### src/logic/ifu_defines.svh
// Sizing macros for the instruction fetch unit, included by every RTL file that needs them
`ifndef IFU_DEFINES_SVH
`define IFU_DEFINES_SVH

// --------------------
// Instruction queue
// --------------------

// Depth in halfwords
`define IFU_Q_SIZE_HALF 4

// Read/write pointer, one wrap bit above the slot index
`define IFU_Q_PTR_W ($clog2(`IFU_Q_SIZE_HALF) + 1)

// Free space counts in halfwords and in words
`define IFU_Q_FREE_H_W ($clog2(`IFU_Q_SIZE_HALF + 1))
`define IFU_Q_FREE_W_W ($clog2((`IFU_Q_SIZE_HALF / 2) + 1))

// --------------------
// Memory side
// --------------------

`define IFU_TXN_CNT_W 3   // Up to 7 requests in flight
`define IFU_XLEN 32       // Address and instruction width

`endif

### src/logic/ifu_mem_pkg.sv
// Instruction memory side types, imported by the fetch control logic and the top level
`default_nettype none

`include "ifu_defines.svh"

package ifu_mem_pkg;

    // Response code driven by the instruction memory
    typedef enum logic [1:0] {
        MEM_RESP_IDLE   = 2'b00,   // No response this cycle
        MEM_RESP_RDY_OK = 2'b01,
        MEM_RESP_RDY_ER = 2'b10    // Access fault
    } mem_resp_t;

    // Word address, byte offset dropped
    typedef logic [`IFU_XLEN-3:0] word_addr_t;

    // Request engine state
    typedef enum logic {
        FETCH_IDLE = 1'b0,
        FETCH_RUN  = 1'b1
    } fetch_state_t;

endpackage

`default_nettype wire

### src/logic/ifu_instr_pkg.sv
// Instruction side types shared by the alignment logic, the halfword queue and the top level
`default_nettype none

package ifu_instr_pkg;

    // --------------------
    // Queue access kinds
    // --------------------

    typedef enum logic [1:0] {
        WR_NONE = 2'h0,
        WR_FULL = 2'h1,   // Both halves of the response word
        WR_HI   = 2'h2    // Upper half only
    } q_wr_kind_t;

    typedef enum logic [1:0] {
        RD_NONE = 2'h0,
        RD_HALF = 2'h1,
        RD_WORD = 2'h2
    } q_rd_kind_t;

    // --------------------
    // Response word layout
    // --------------------

    // Named upper half first, then lower half
    typedef enum logic [2:0] {
        RDATA_NONE          = 3'h0,
        RDATA_RVI           = 3'h1,   // One aligned RVI
        RDATA_RVC_RVC       = 3'h2,
        RDATA_RVI_LO_RVC    = 3'h3,   // RVI continues into the next word
        RDATA_RVC_RVI_HI    = 3'h4,   // Low half closes the previous RVI
        RDATA_RVI_LO_RVI_HI = 3'h5,
        RDATA_RVC_NV        = 3'h6,   // Low half skipped after unaligned redirect
        RDATA_RVI_LO_NV     = 3'h7
    } rdata_class_t;

endpackage

`default_nettype wire

### src/logic/ifu_fetch_ctrl.sv
// Fetch request engine of the IFU; drives memory requests and tracks pending and discarded replies
`default_nettype none
`timescale 1ns/10ps

`include "ifu_defines.svh"

module ifu_fetch_ctrl (
    input  wire logic                          clk,
    input  wire logic                          rst_n,
    input  wire logic                          new_pc_req,
    input  wire logic [`IFU_XLEN-1:0]          new_pc,
    input  wire logic                          stop_fetch,
    input  wire logic                          imem_req_ack,
    input  wire ifu_mem_pkg::mem_resp_t        imem_resp,
    input  wire logic [`IFU_Q_FREE_W_W-1:0]    q_free_words_next,
    output logic                               imem_req,
    output logic [`IFU_XLEN-1:0]               imem_addr,
    output logic                               imem_txns_pending,
    output logic                               resp_keep,
    output logic                               resp_err_kept,
    output logic                               new_pc_unaligned_req
);

    import ifu_mem_pkg::*;

    fetch_state_t               state;
    fetch_state_t               state_next;
    word_addr_t                 addr_r;        // Next word to request
    word_addr_t                 addr_base;
    logic [`IFU_TXN_CNT_W-1:0]  pending;       // Accepted, not yet answered
    logic [`IFU_TXN_CNT_W-1:0]  pending_next;
    logic [`IFU_TXN_CNT_W-1:0]  discard_cnt;   // Replies still to drop
    logic [`IFU_TXN_CNT_W-1:0]  vd_pending;
    logic                       resp_any;
    logic                       discard;
    logic                       req_fire;
    logic                       txn_full;

    // --------------------
    // Response tracking
    // --------------------

    assign resp_any      = (imem_resp == MEM_RESP_RDY_OK) | (imem_resp == MEM_RESP_RDY_ER);
    assign discard       = |discard_cnt;
    assign resp_keep     = resp_any & ~discard;
    assign resp_err_kept = (imem_resp == MEM_RESP_RDY_ER) & ~discard;

    assign req_fire     = imem_req & imem_req_ack;
    assign pending_next = pending + `IFU_TXN_CNT_W'(req_fire) - `IFU_TXN_CNT_W'(resp_any);
    assign vd_pending   = pending - discard_cnt;
    assign txn_full     = (&pending) & ~resp_any;   // A retiring reply frees a slot

    // --------------------
    // Request
    // --------------------

    // Steady fetch only while every live reply has room in the queue
    assign imem_req = ~stop_fetch & ~txn_full &
                      (new_pc_req |
                       ((state == FETCH_RUN) & ~resp_err_kept &
                        (`IFU_TXN_CNT_W'(q_free_words_next) > vd_pending)));

    assign addr_base            = new_pc_req ? new_pc[`IFU_XLEN-1:2] : addr_r;
    assign imem_addr            = {addr_base, 2'b00};
    assign new_pc_unaligned_req = new_pc_req & new_pc[1];
    assign imem_txns_pending    = |pending;

    always_comb begin
        state_next = state;
        if (stop_fetch) begin
            state_next = FETCH_IDLE;
        end else if (new_pc_req) begin
            state_next = FETCH_RUN;
        end else if (resp_err_kept) begin
            state_next = FETCH_IDLE;   // Halt until the next redirect
        end
    end

    always_ff @(posedge clk or negedge rst_n) begin
        if (!rst_n) begin
            state       <= FETCH_IDLE;
            addr_r      <= '0;
            pending     <= '0;
            discard_cnt <= '0;
        end else begin
            state   <= state_next;
            pending <= pending_next;
            if (req_fire) begin
                addr_r <= addr_base + 1'b1;
            end else if (new_pc_req) begin
                addr_r <= addr_base;
            end
            if (new_pc_req) begin
                discard_cnt <= pending - `IFU_TXN_CNT_W'(resp_any);   // Old ones in flight
            end else if (resp_err_kept) begin
                discard_cnt <= pending_next;
            end else if (resp_any && discard) begin
                discard_cnt <= discard_cnt - 1'b1;
            end
        end
    end

    // Memory must not answer more requests than it accepted
    a_no_resp_idle: assert property (@(posedge clk) disable iff (!rst_n)
        resp_any |-> (pending != '0));

    // Dropped replies are always a subset of those pending
    a_discard_bound: assert property (@(posedge clk) disable iff (!rst_n)
        discard_cnt <= pending);

endmodule

`default_nettype wire

### src/logic/ifu_rdata_align.sv
// Sorts each kept memory word into RVC and RVI halves and selects which halves go to the queue
`default_nettype none
`timescale 1ns/10ps

`include "ifu_defines.svh"

module ifu_rdata_align (
    input  wire logic                     clk,
    input  wire logic                     rst_n,
    input  wire logic                     new_pc_req,
    input  wire logic                     new_pc_unaligned_req,
    input  wire logic                     resp_keep,
    input  wire logic                     resp_err_kept,
    input  wire logic [`IFU_XLEN-1:0]     imem_rdata,
    output ifu_instr_pkg::q_wr_kind_t     q_wr_kind,
    output logic [`IFU_XLEN-1:0]          wr_data,
    output logic                          wr_err
);

    import ifu_instr_pkg::*;

    logic          unaligned;     // First word after redirect starts at bit 16
    logic          rvi_hi_pend;   // Previous word left an RVI open
    logic          lo_is_rvi;
    logic          hi_is_rvi;
    rdata_class_t  rdata_class;

    assign lo_is_rvi = &imem_rdata[1:0];
    assign hi_is_rvi = &imem_rdata[17:16];

    // --------------------
    // Classification
    // --------------------

    always_comb begin
        rdata_class = RDATA_NONE;
        if (resp_keep && !resp_err_kept) begin
            if (unaligned) begin
                rdata_class = hi_is_rvi ? RDATA_RVI_LO_NV : RDATA_RVC_NV;
            end else if (rvi_hi_pend) begin
                rdata_class = hi_is_rvi ? RDATA_RVI_LO_RVI_HI : RDATA_RVC_RVI_HI;
            end else if (lo_is_rvi) begin
                rdata_class = RDATA_RVI;
            end else begin
                rdata_class = hi_is_rvi ? RDATA_RVI_LO_RVC : RDATA_RVC_RVC;
            end
        end
    end

    always_comb begin
        q_wr_kind = WR_NONE;
        if (resp_err_kept) begin
            q_wr_kind = WR_FULL;   // Error marks both halves
        end else begin
            case (rdata_class)
                RDATA_NONE:      q_wr_kind = WR_NONE;
                RDATA_RVC_NV,
                RDATA_RVI_LO_NV: q_wr_kind = WR_HI;
                default:         q_wr_kind = WR_FULL;
            endcase
        end
    end

    assign wr_data = imem_rdata;
    assign wr_err  = resp_err_kept;

    always_ff @(posedge clk or negedge rst_n) begin
        if (!rst_n) begin
            unaligned   <= 1'b0;
            rvi_hi_pend <= 1'b0;
        end else if (new_pc_req) begin
            unaligned   <= new_pc_unaligned_req;
            rvi_hi_pend <= 1'b0;
        end else if (resp_keep) begin
            unaligned   <= 1'b0;
            rvi_hi_pend <= (rdata_class == RDATA_RVI_LO_NV) |
                           (rdata_class == RDATA_RVI_LO_RVI_HI) |
                           (rdata_class == RDATA_RVI_LO_RVC);
        end
    end

    a_wr_only_kept: assert property (@(posedge clk) disable iff (!rst_n)
        !resp_keep |-> (q_wr_kind == WR_NONE));

endmodule

`default_nettype wire

### src/logic/ifu_instr_queue.sv
// Four-halfword instruction queue with per-entry fault bits; presents instructions to decode
`default_nettype none
`timescale 1ns/10ps

`include "ifu_defines.svh"

module ifu_instr_queue (
    input  wire logic                          clk,
    input  wire logic                          rst_n,
    input  wire logic                          flush,
    input  wire ifu_instr_pkg::q_wr_kind_t     q_wr_kind,
    input  wire logic [`IFU_XLEN-1:0]          wr_data,
    input  wire logic                          wr_err,
    input  wire logic                          dpu_rdy,
    output logic [`IFU_Q_FREE_W_W-1:0]         q_free_words_next,
    output logic [1:0]                         dpu_vd,
    output logic [`IFU_XLEN-1:0]               dpu_instr,
    output logic                               dpu_imem_err
);

    import ifu_instr_pkg::*;

    localparam int ADR_W = `IFU_Q_PTR_W - 1;

    logic [15:0]                q_data [`IFU_Q_SIZE_HALF];
    logic                       q_err  [`IFU_Q_SIZE_HALF];
    logic [`IFU_Q_PTR_W-1:0]    rptr;
    logic [`IFU_Q_PTR_W-1:0]    wptr;
    logic [`IFU_Q_PTR_W-1:0]    rptr_next;
    logic [`IFU_Q_PTR_W-1:0]    wr_cnt;
    logic [`IFU_Q_PTR_W-1:0]    occupied;
    logic [`IFU_Q_FREE_H_W-1:0] free_h_next;
    logic [ADR_W-1:0]           wadr;
    logic [ADR_W-1:0]           radr_next;
    logic [15:0]                head;
    logic [15:0]                next;
    logic                       err_head;
    logic                       err_next;
    logic                       head_rvi;
    logic                       next_rvc;
    q_rd_kind_t                 rd_kind;

    assign occupied  = wptr - rptr;
    assign wadr      = wptr[ADR_W-1:0];
    assign radr_next = rptr[ADR_W-1:0] + 1'b1;
    assign head      = q_data[rptr[ADR_W-1:0]];
    assign next      = q_data[radr_next];
    assign err_head  = q_err[rptr[ADR_W-1:0]];
    assign err_next  = q_err[radr_next];
    assign head_rvi  = &head[1:0];
    assign next_rvc  = ~(&next[1:0]);

    // --------------------
    // Decode side
    // --------------------

    always_comb begin
        dpu_vd       = 2'b00;
        dpu_imem_err = 1'b0;
        if (occupied == `IFU_Q_PTR_W'(1)) begin
            dpu_vd[0]    = ~head_rvi | err_head;   // Lone RVI half must wait
            dpu_imem_err = err_head;
        end else if (occupied != '0) begin
            dpu_vd       = {~head_rvi & next_rvc & ~err_head & ~err_next, 1'b1};
            dpu_imem_err = err_head | (head_rvi & err_next);
        end
    end

    assign dpu_instr = (head_rvi | dpu_vd[1]) ? {next, head} : {16'h0, head};

    always_comb begin
        rd_kind = RD_NONE;
        if (dpu_vd[0] && dpu_rdy) begin
            rd_kind = (err_head | (~head_rvi & ~dpu_vd[1])) ? RD_HALF : RD_WORD;
        end
    end

    // --------------------
    // Pointers and storage
    // --------------------

    assign rptr_next = rptr + ((rd_kind == RD_WORD) ? `IFU_Q_PTR_W'(2) :
                               (rd_kind == RD_HALF) ? `IFU_Q_PTR_W'(1) : '0);
    assign wr_cnt    = (q_wr_kind == WR_FULL) ? `IFU_Q_PTR_W'(2) :
                       (q_wr_kind == WR_HI)   ? `IFU_Q_PTR_W'(1) : '0;

    assign free_h_next = flush ? `IFU_Q_FREE_H_W'(`IFU_Q_SIZE_HALF) :
                         `IFU_Q_FREE_H_W'(`IFU_Q_SIZE_HALF - (wptr - rptr_next));
    assign q_free_words_next = `IFU_Q_FREE_W_W'(free_h_next >> 1);

    always_ff @(posedge clk or negedge rst_n) begin
        if (!rst_n) begin
            rptr <= '0;
            wptr <= '0;
        end else if (flush) begin
            rptr <= '0;
            wptr <= '0;
        end else begin
            rptr <= rptr_next;
            wptr <= wptr + wr_cnt;
        end
    end

    always_ff @(posedge clk) begin
        if (q_wr_kind == WR_FULL) begin
            q_data[wadr]        <= wr_data[15:0];
            q_err[wadr]         <= wr_err;
            q_data[wadr + 1'b1] <= wr_data[31:16];
            q_err[wadr + 1'b1]  <= wr_err;
        end else if (q_wr_kind == WR_HI) begin
            q_data[wadr] <= wr_data[31:16];
            q_err[wadr]  <= wr_err;
        end
    end

    // Request throttling upstream must leave room for every reply
    a_no_overflow: assert property (@(posedge clk) disable iff (!rst_n || flush)
        `IFU_Q_FREE_H_W'(wr_cnt) <= free_h_next);

endmodule

`default_nettype wire

### src/logic/ifu_top.sv
// IFU top level; joins fetch control, word alignment and the queue to memory and decode ports
`default_nettype none
`timescale 1ns/10ps

`include "ifu_defines.svh"

module ifu_top (
    input  wire logic                      clk,
    input  wire logic                      rst_n,
    // Instruction memory
    input  wire logic                      imem_req_ack,
    output logic                           imem_req,
    output logic [`IFU_XLEN-1:0]           imem_addr,
    input  wire logic [`IFU_XLEN-1:0]      imem_rdata,
    input  wire ifu_mem_pkg::mem_resp_t    imem_resp,
    // Redirect and stop
    input  wire logic                      new_pc_req,
    input  wire logic [`IFU_XLEN-1:0]      new_pc,
    input  wire logic                      stop_fetch,
    output logic                           imem_txns_pending,
    // Decode
    input  wire logic                      dpu_rdy,
    output logic [`IFU_XLEN-1:0]           dpu_instr,
    output logic                           dpu_imem_err,
    output logic [1:0]                     dpu_vd
);

    import ifu_instr_pkg::*;

    logic                        resp_keep;
    logic                        resp_err_kept;
    logic                        new_pc_unaligned_req;
    logic [`IFU_Q_FREE_W_W-1:0]  q_free_words_next;
    q_wr_kind_t                  q_wr_kind;
    logic [`IFU_XLEN-1:0]        wr_data;
    logic                        wr_err;
    logic                        flush;

    assign flush = new_pc_req | stop_fetch;   // Queue drops everything on either

    ifu_fetch_ctrl u_fetch_ctrl (
        .clk                  (clk),
        .rst_n                (rst_n),
        .new_pc_req           (new_pc_req),
        .new_pc               (new_pc),
        .stop_fetch           (stop_fetch),
        .imem_req_ack         (imem_req_ack),
        .imem_resp            (imem_resp),
        .q_free_words_next    (q_free_words_next),
        .imem_req             (imem_req),
        .imem_addr            (imem_addr),
        .imem_txns_pending    (imem_txns_pending),
        .resp_keep            (resp_keep),
        .resp_err_kept        (resp_err_kept),
        .new_pc_unaligned_req (new_pc_unaligned_req)
    );

    ifu_rdata_align u_rdata_align (
        .clk                  (clk),
        .rst_n                (rst_n),
        .new_pc_req           (new_pc_req),
        .new_pc_unaligned_req (new_pc_unaligned_req),
        .resp_keep            (resp_keep),
        .resp_err_kept        (resp_err_kept),
        .imem_rdata           (imem_rdata),
        .q_wr_kind            (q_wr_kind),
        .wr_data              (wr_data),
        .wr_err               (wr_err)
    );

    ifu_instr_queue u_instr_queue (
        .clk               (clk),
        .rst_n             (rst_n),
        .flush             (flush),
        .q_wr_kind         (q_wr_kind),
        .wr_data           (wr_data),
        .wr_err            (wr_err),
        .dpu_rdy           (dpu_rdy),
        .q_free_words_next (q_free_words_next),
        .dpu_vd            (dpu_vd),
        .dpu_instr         (dpu_instr),
        .dpu_imem_err      (dpu_imem_err)
    );

endmodule

`default_nettype wire

### config.mk
export PLATFORM = sky130hd
export DESIGN_NAME = ifu_top
export DESIGN_NICKNAME = d
export VERILOG_FILES = /design/src/logic/ifu_mem_pkg.sv /design/src/logic/ifu_instr_pkg.sv /design/src/logic/ifu_fetch_ctrl.sv /design/src/logic/ifu_rdata_align.sv /design/src/logic/ifu_instr_queue.sv /design/src/logic/ifu_top.sv
export VERILOG_INCLUDE_DIRS = /design/src /design/src/logic
export SDC_FILE = /design/constraint.sdc
export NUM_CORES = 1
export LEC_CHECK = 0
export ABC_AREA = 1
export BUFFER_PORTS_ARGS = -buffer_cell sky130_fd_sc_hd__buf_2
export CORE_AREA = 2 2 124 126
export DETAILED_ROUTE_END_ITERATION = 12
export DIE_AREA = 0 0 126 128
export PLACE_DENSITY = 0.77
export SETUP_SLACK_MARGIN = 0.5
export SLEW_MARGIN = 20
export SYNTH_ARGS = -nofsm -noshare
export SYNTH_HDL_FRONTEND = slang
export SYNTH_SLANG_ARGS = --single-unit
### constraint.sdc
create_clock -name clk -period 10.05 [get_ports clk]
set_input_delay 1.5075 -clock clk [delete_from_list [all_inputs] [get_ports clk]]
set_output_delay 1.5075 -clock clk [all_outputs]
set_load 0.005 [all_outputs]
==> key figures <==
Outcome
  – Status: finished, final reports clean

Clock network
  – Clock Latency Late Sink: 0.35 ns
  – CTS sink cnt: 112
  – Post-CTS Setup Bufs: 0
  – Hold Buf Count CTS: 0
  – Clock transition at the registers of the reported paths: 0.07 ns
  – Max Buffers Root-to-Sink: 2
  – Clk root buf: clkbuf_16
  – TritonCTS clock tree: done
  – CTS Buf Count: 9
  – Resized cells post-CTS: 0
  – H-Tree Depth: 3

Logic synthesis
  – Top cell type's share of synthesized area: 0.257
  – Synth cell types: 40
  – Synthesis Warnings: 0
  – Most common cell in the netlist: nand2_1
  – Synth Flop Type: edfxtp_1
  – Most frequent cells after synthesis: nand2_1 (368), o21ai_0 (94), inv_1 (88), nor2_1 (81), edfxtp_1 (68)
  – Mapped cell area: 7950 sq um
  – Yosys top cell by area: edfxtp_1
  – Top cells by area, synth: edfxtp_1 (26%), nand2_1 (17%), dfrtp_1 (14%), o21ai_0 (5.9%), inv_1 (4.2%)
  – Synthesis-stage register bit count: 112
  – Post-synth EDFFs: 68
  – Syn avg cell area: 7.40 sq um
  – Async S/R FF share, synth: 0.393
  – Post-Synthesis Cells: 1074
  – Seq/Total Area, Yosys: 0.396

Route
  – Vias per Instance: 5.33
  – Vias: 7280
  – Length of routed met2 wiring: 9770 microns
  – Wirelength, routed: 19700 microns
  – DR iter-0 viols: 635
  – Met3 WL: 1190 microns
  – DR WL/cell: 14.4 microns
  – DRC violations left: 0
  – Highest Signal Layer: met4
  – DRT antenna net count: 0
  – Drt pass-1 iters: 5
  – M1 WL: 8210 microns

GRT
  – Total global routing overflow: 0
  – Largest net degree at the start of global routing: 49
  – Global Route Usage Sum: 0.248
  – Initial antenna violation count: 0
  – First-pass GRT wire length: 32400 microns
  – Number of global-route vias before repair: 6860

STA
  – Setup_tns: 0 ns
  – Headroom to the max-slew limit: 0.392
  – RSZ-0062 raised after global routing: no
  – Fin. Hold Viols: 0
  – FMAX: 143 MHz
  – Worst Clk Skew: 0.00793 ns
  – Post-route clock period utilization: 0.694
  – Pins Over Slew Limit: 0
  – Worst-margin pin slew: 0.910 ns
  – # setup viols final: 0
  – Final critical-path required period: 6.98 ns

Setup path
  – Crit path kind: reg2out
  – Crit Reg-Reg Endpoint: u_fetch_ctrl.discard_cnt[2]
  – CP max FO: 39
  – Reg2Reg Setup Slack: 3.51 ns
  – Critical Path Source: u_instr_queue.rptr[1]
  – R2R depth: 33
  – Crit path DAT: 5.47 ns
  – Startpoint Class: register
  – Worst EP required: 8.54 ns
  – Crit path to: imem_req
  – Reg2reg start: u_instr_queue.rptr[1]
  – Critical path endpoint category: output port

Final layout
  – Proportion of layout cells with a drive suffix above 1: 0.193
  – Cell Count, Final, Fillers Out: 1367
  – Post-route core utilization: 0.597
  – Synthesis-to-finish area growth: 11.6%
  – Fillers: 1409
  – # nets final: 1267
  – N_diodes: 0

Placement
  – Buffers on Ports: 137
  – DP Cell Count: 1351
  – Final GP Congestion: 0.876
  – DP HPWL: 14000 microns

Floorplanning
  – IO Pins: 141
  – Initial Util: 0.535
  – Row count: 45
  – Core ar.: 14900 sq um
  – Total die area: 16100 sq um
  – Die H: 128 microns
  – Chip width: 126 microns

Pwr
  – P_leak: 0.00424 uW
  – Worst ir drop on vdd: 0.0910 mV
  – PnR Total Power: 1410 uW
  – PwrDens: 159 nW/um^2

Job
  – Max-Cap Viols: 0

Worst hold path
  – Hold Crit Class: reg2reg
[cell type report]
| type | instances | area, sq um | area share |
|---|---|---|---|
| Timing Repair Buffer | 142 | 726 | 0.0818 |
| Multi-Input combinational cell | 815 | 4130 | 0.466 |
| Clock buffer | 10 | 229 | 0.0258 |
| Inverter | 94 | 358 | 0.0404 |
| Sequential cell | 112 | 3140 | 0.355 |
| Clock inverter | 6 | 41.3 | 0.00466 |
| Tap cell | 188 | 235 | 0.0265 |
[where the power goes]
group | internal (uW) | switching [uW]
logic | 175 | 292
registers | 568 | 35.7
clock network | 169 | 174
total | 912 | 501
[sequential cells by signal, indices dropped and copies added, names as in the netlist]
register                  count
u_fetch_ctrl.addr_r          30
u_fetch_ctrl.discard_cnt      3
u_fetch_ctrl.pending          3
u_fetch_ctrl.state            1
u_instr_queue.q_data         64
u_instr_queue.q_err           4
u_instr_queue.rptr            3
u_instr_queue.wptr            3
u_rdata_align.unaligned       1
[worst max-delay path, cell delays in order, from the launching register on]
cell and delay [ns]:
dfrtp_1 0.37, buf_4 0.27, inv_2 0.45, nand2_1 0.24
nand2_1 0.57, nand2_1 0.11, nand2_1 0.11, nand2_1 0.09
nand2_2 0.26, nand2_1 0.09, nor2_1 0.17, ha_1 0.19
fa_1 0.45, ha_1 0.22, xnor2_1 0.17, xnor2_1 0.16
o21ai_0 0.10, a21o_1 0.17, ha_1 0.30, inv_1 0.06
nor2_1 0.03, o21ai_0 0.13, nor2_1 0.05, nand2_1 0.05
nand2_1 0.04, nand2_1 0.10, inv_1 0.04, buf_2 0.11
[metrics by stage]
stage | instance area, sq um | worst slack, ns | hold slack, ns
floorplan | 7950 | 4.62 | 0.503
global placement | 8580 | 3.56 | 0.526
detailed placement | 8580 | 3.45 | 0.545
CTS | 8850 | 3.06 | 0.558
global route | 8870 | 2.58 | 0.594
finish | 8870 | 3.07 | 0.549
[metal layers]
metal / up-vias / GRT usage
met4: 0 / 0.0989
met1: 3275 / 0.307
met2: 275 / 0.443
li1: 3689 / -
met3: 41 / 0.0275
met5: - / 0
[layout by cell type, fill, tap and decap left out, types with 7 or more instances in the layout]
cell type  count
nand2_1      364
buf_2        136
o21ai_0       94
inv_1         88
nor2_1        80
edfxtp_1      68
nand3_1       52
dfrtp_1       43
o21ai_1       42
nand2_2       36
xor2_1        17
o22ai_1       16
o211ai_1      16
ha_1          16
mux2i_1       14
nor2_2        13
a21boi_1       9
clkbuf_16      9
a21boi_0       8
xnor2_1        7
[worst min path at each step]
stage | start | to | slack, ns | depth (start not counted)
2_1_floorplan | u_fetch_ctrl.state | u_fetch_ctrl.state | 0.50 | 2
3_3_place_gp | u_fetch_ctrl.state | u_fetch_ctrl.state | 0.53 | 2
3_5_place_dp | u_fetch_ctrl.state | u_fetch_ctrl.state | 0.55 | 2
4_1_cts | u_fetch_ctrl.state | u_fetch_ctrl.state | 0.56 | 2
5_1_grt | u_fetch_ctrl.state | u_fetch_ctrl.state | 0.59 | 2
6_report | u_fetch_ctrl.state | u_fetch_ctrl.state | 0.55 | 2
[cell families after synthesis]
group,share of synthesized area
compound gates,0.135
other cells,0.000472
simple gates,0.301
flops,0.396
xor+xnor,0.0265
mux,0.0176
buf+inv,0.0863
fa+ha+maj,0.0378
Power figures use the tool's default switching activity.
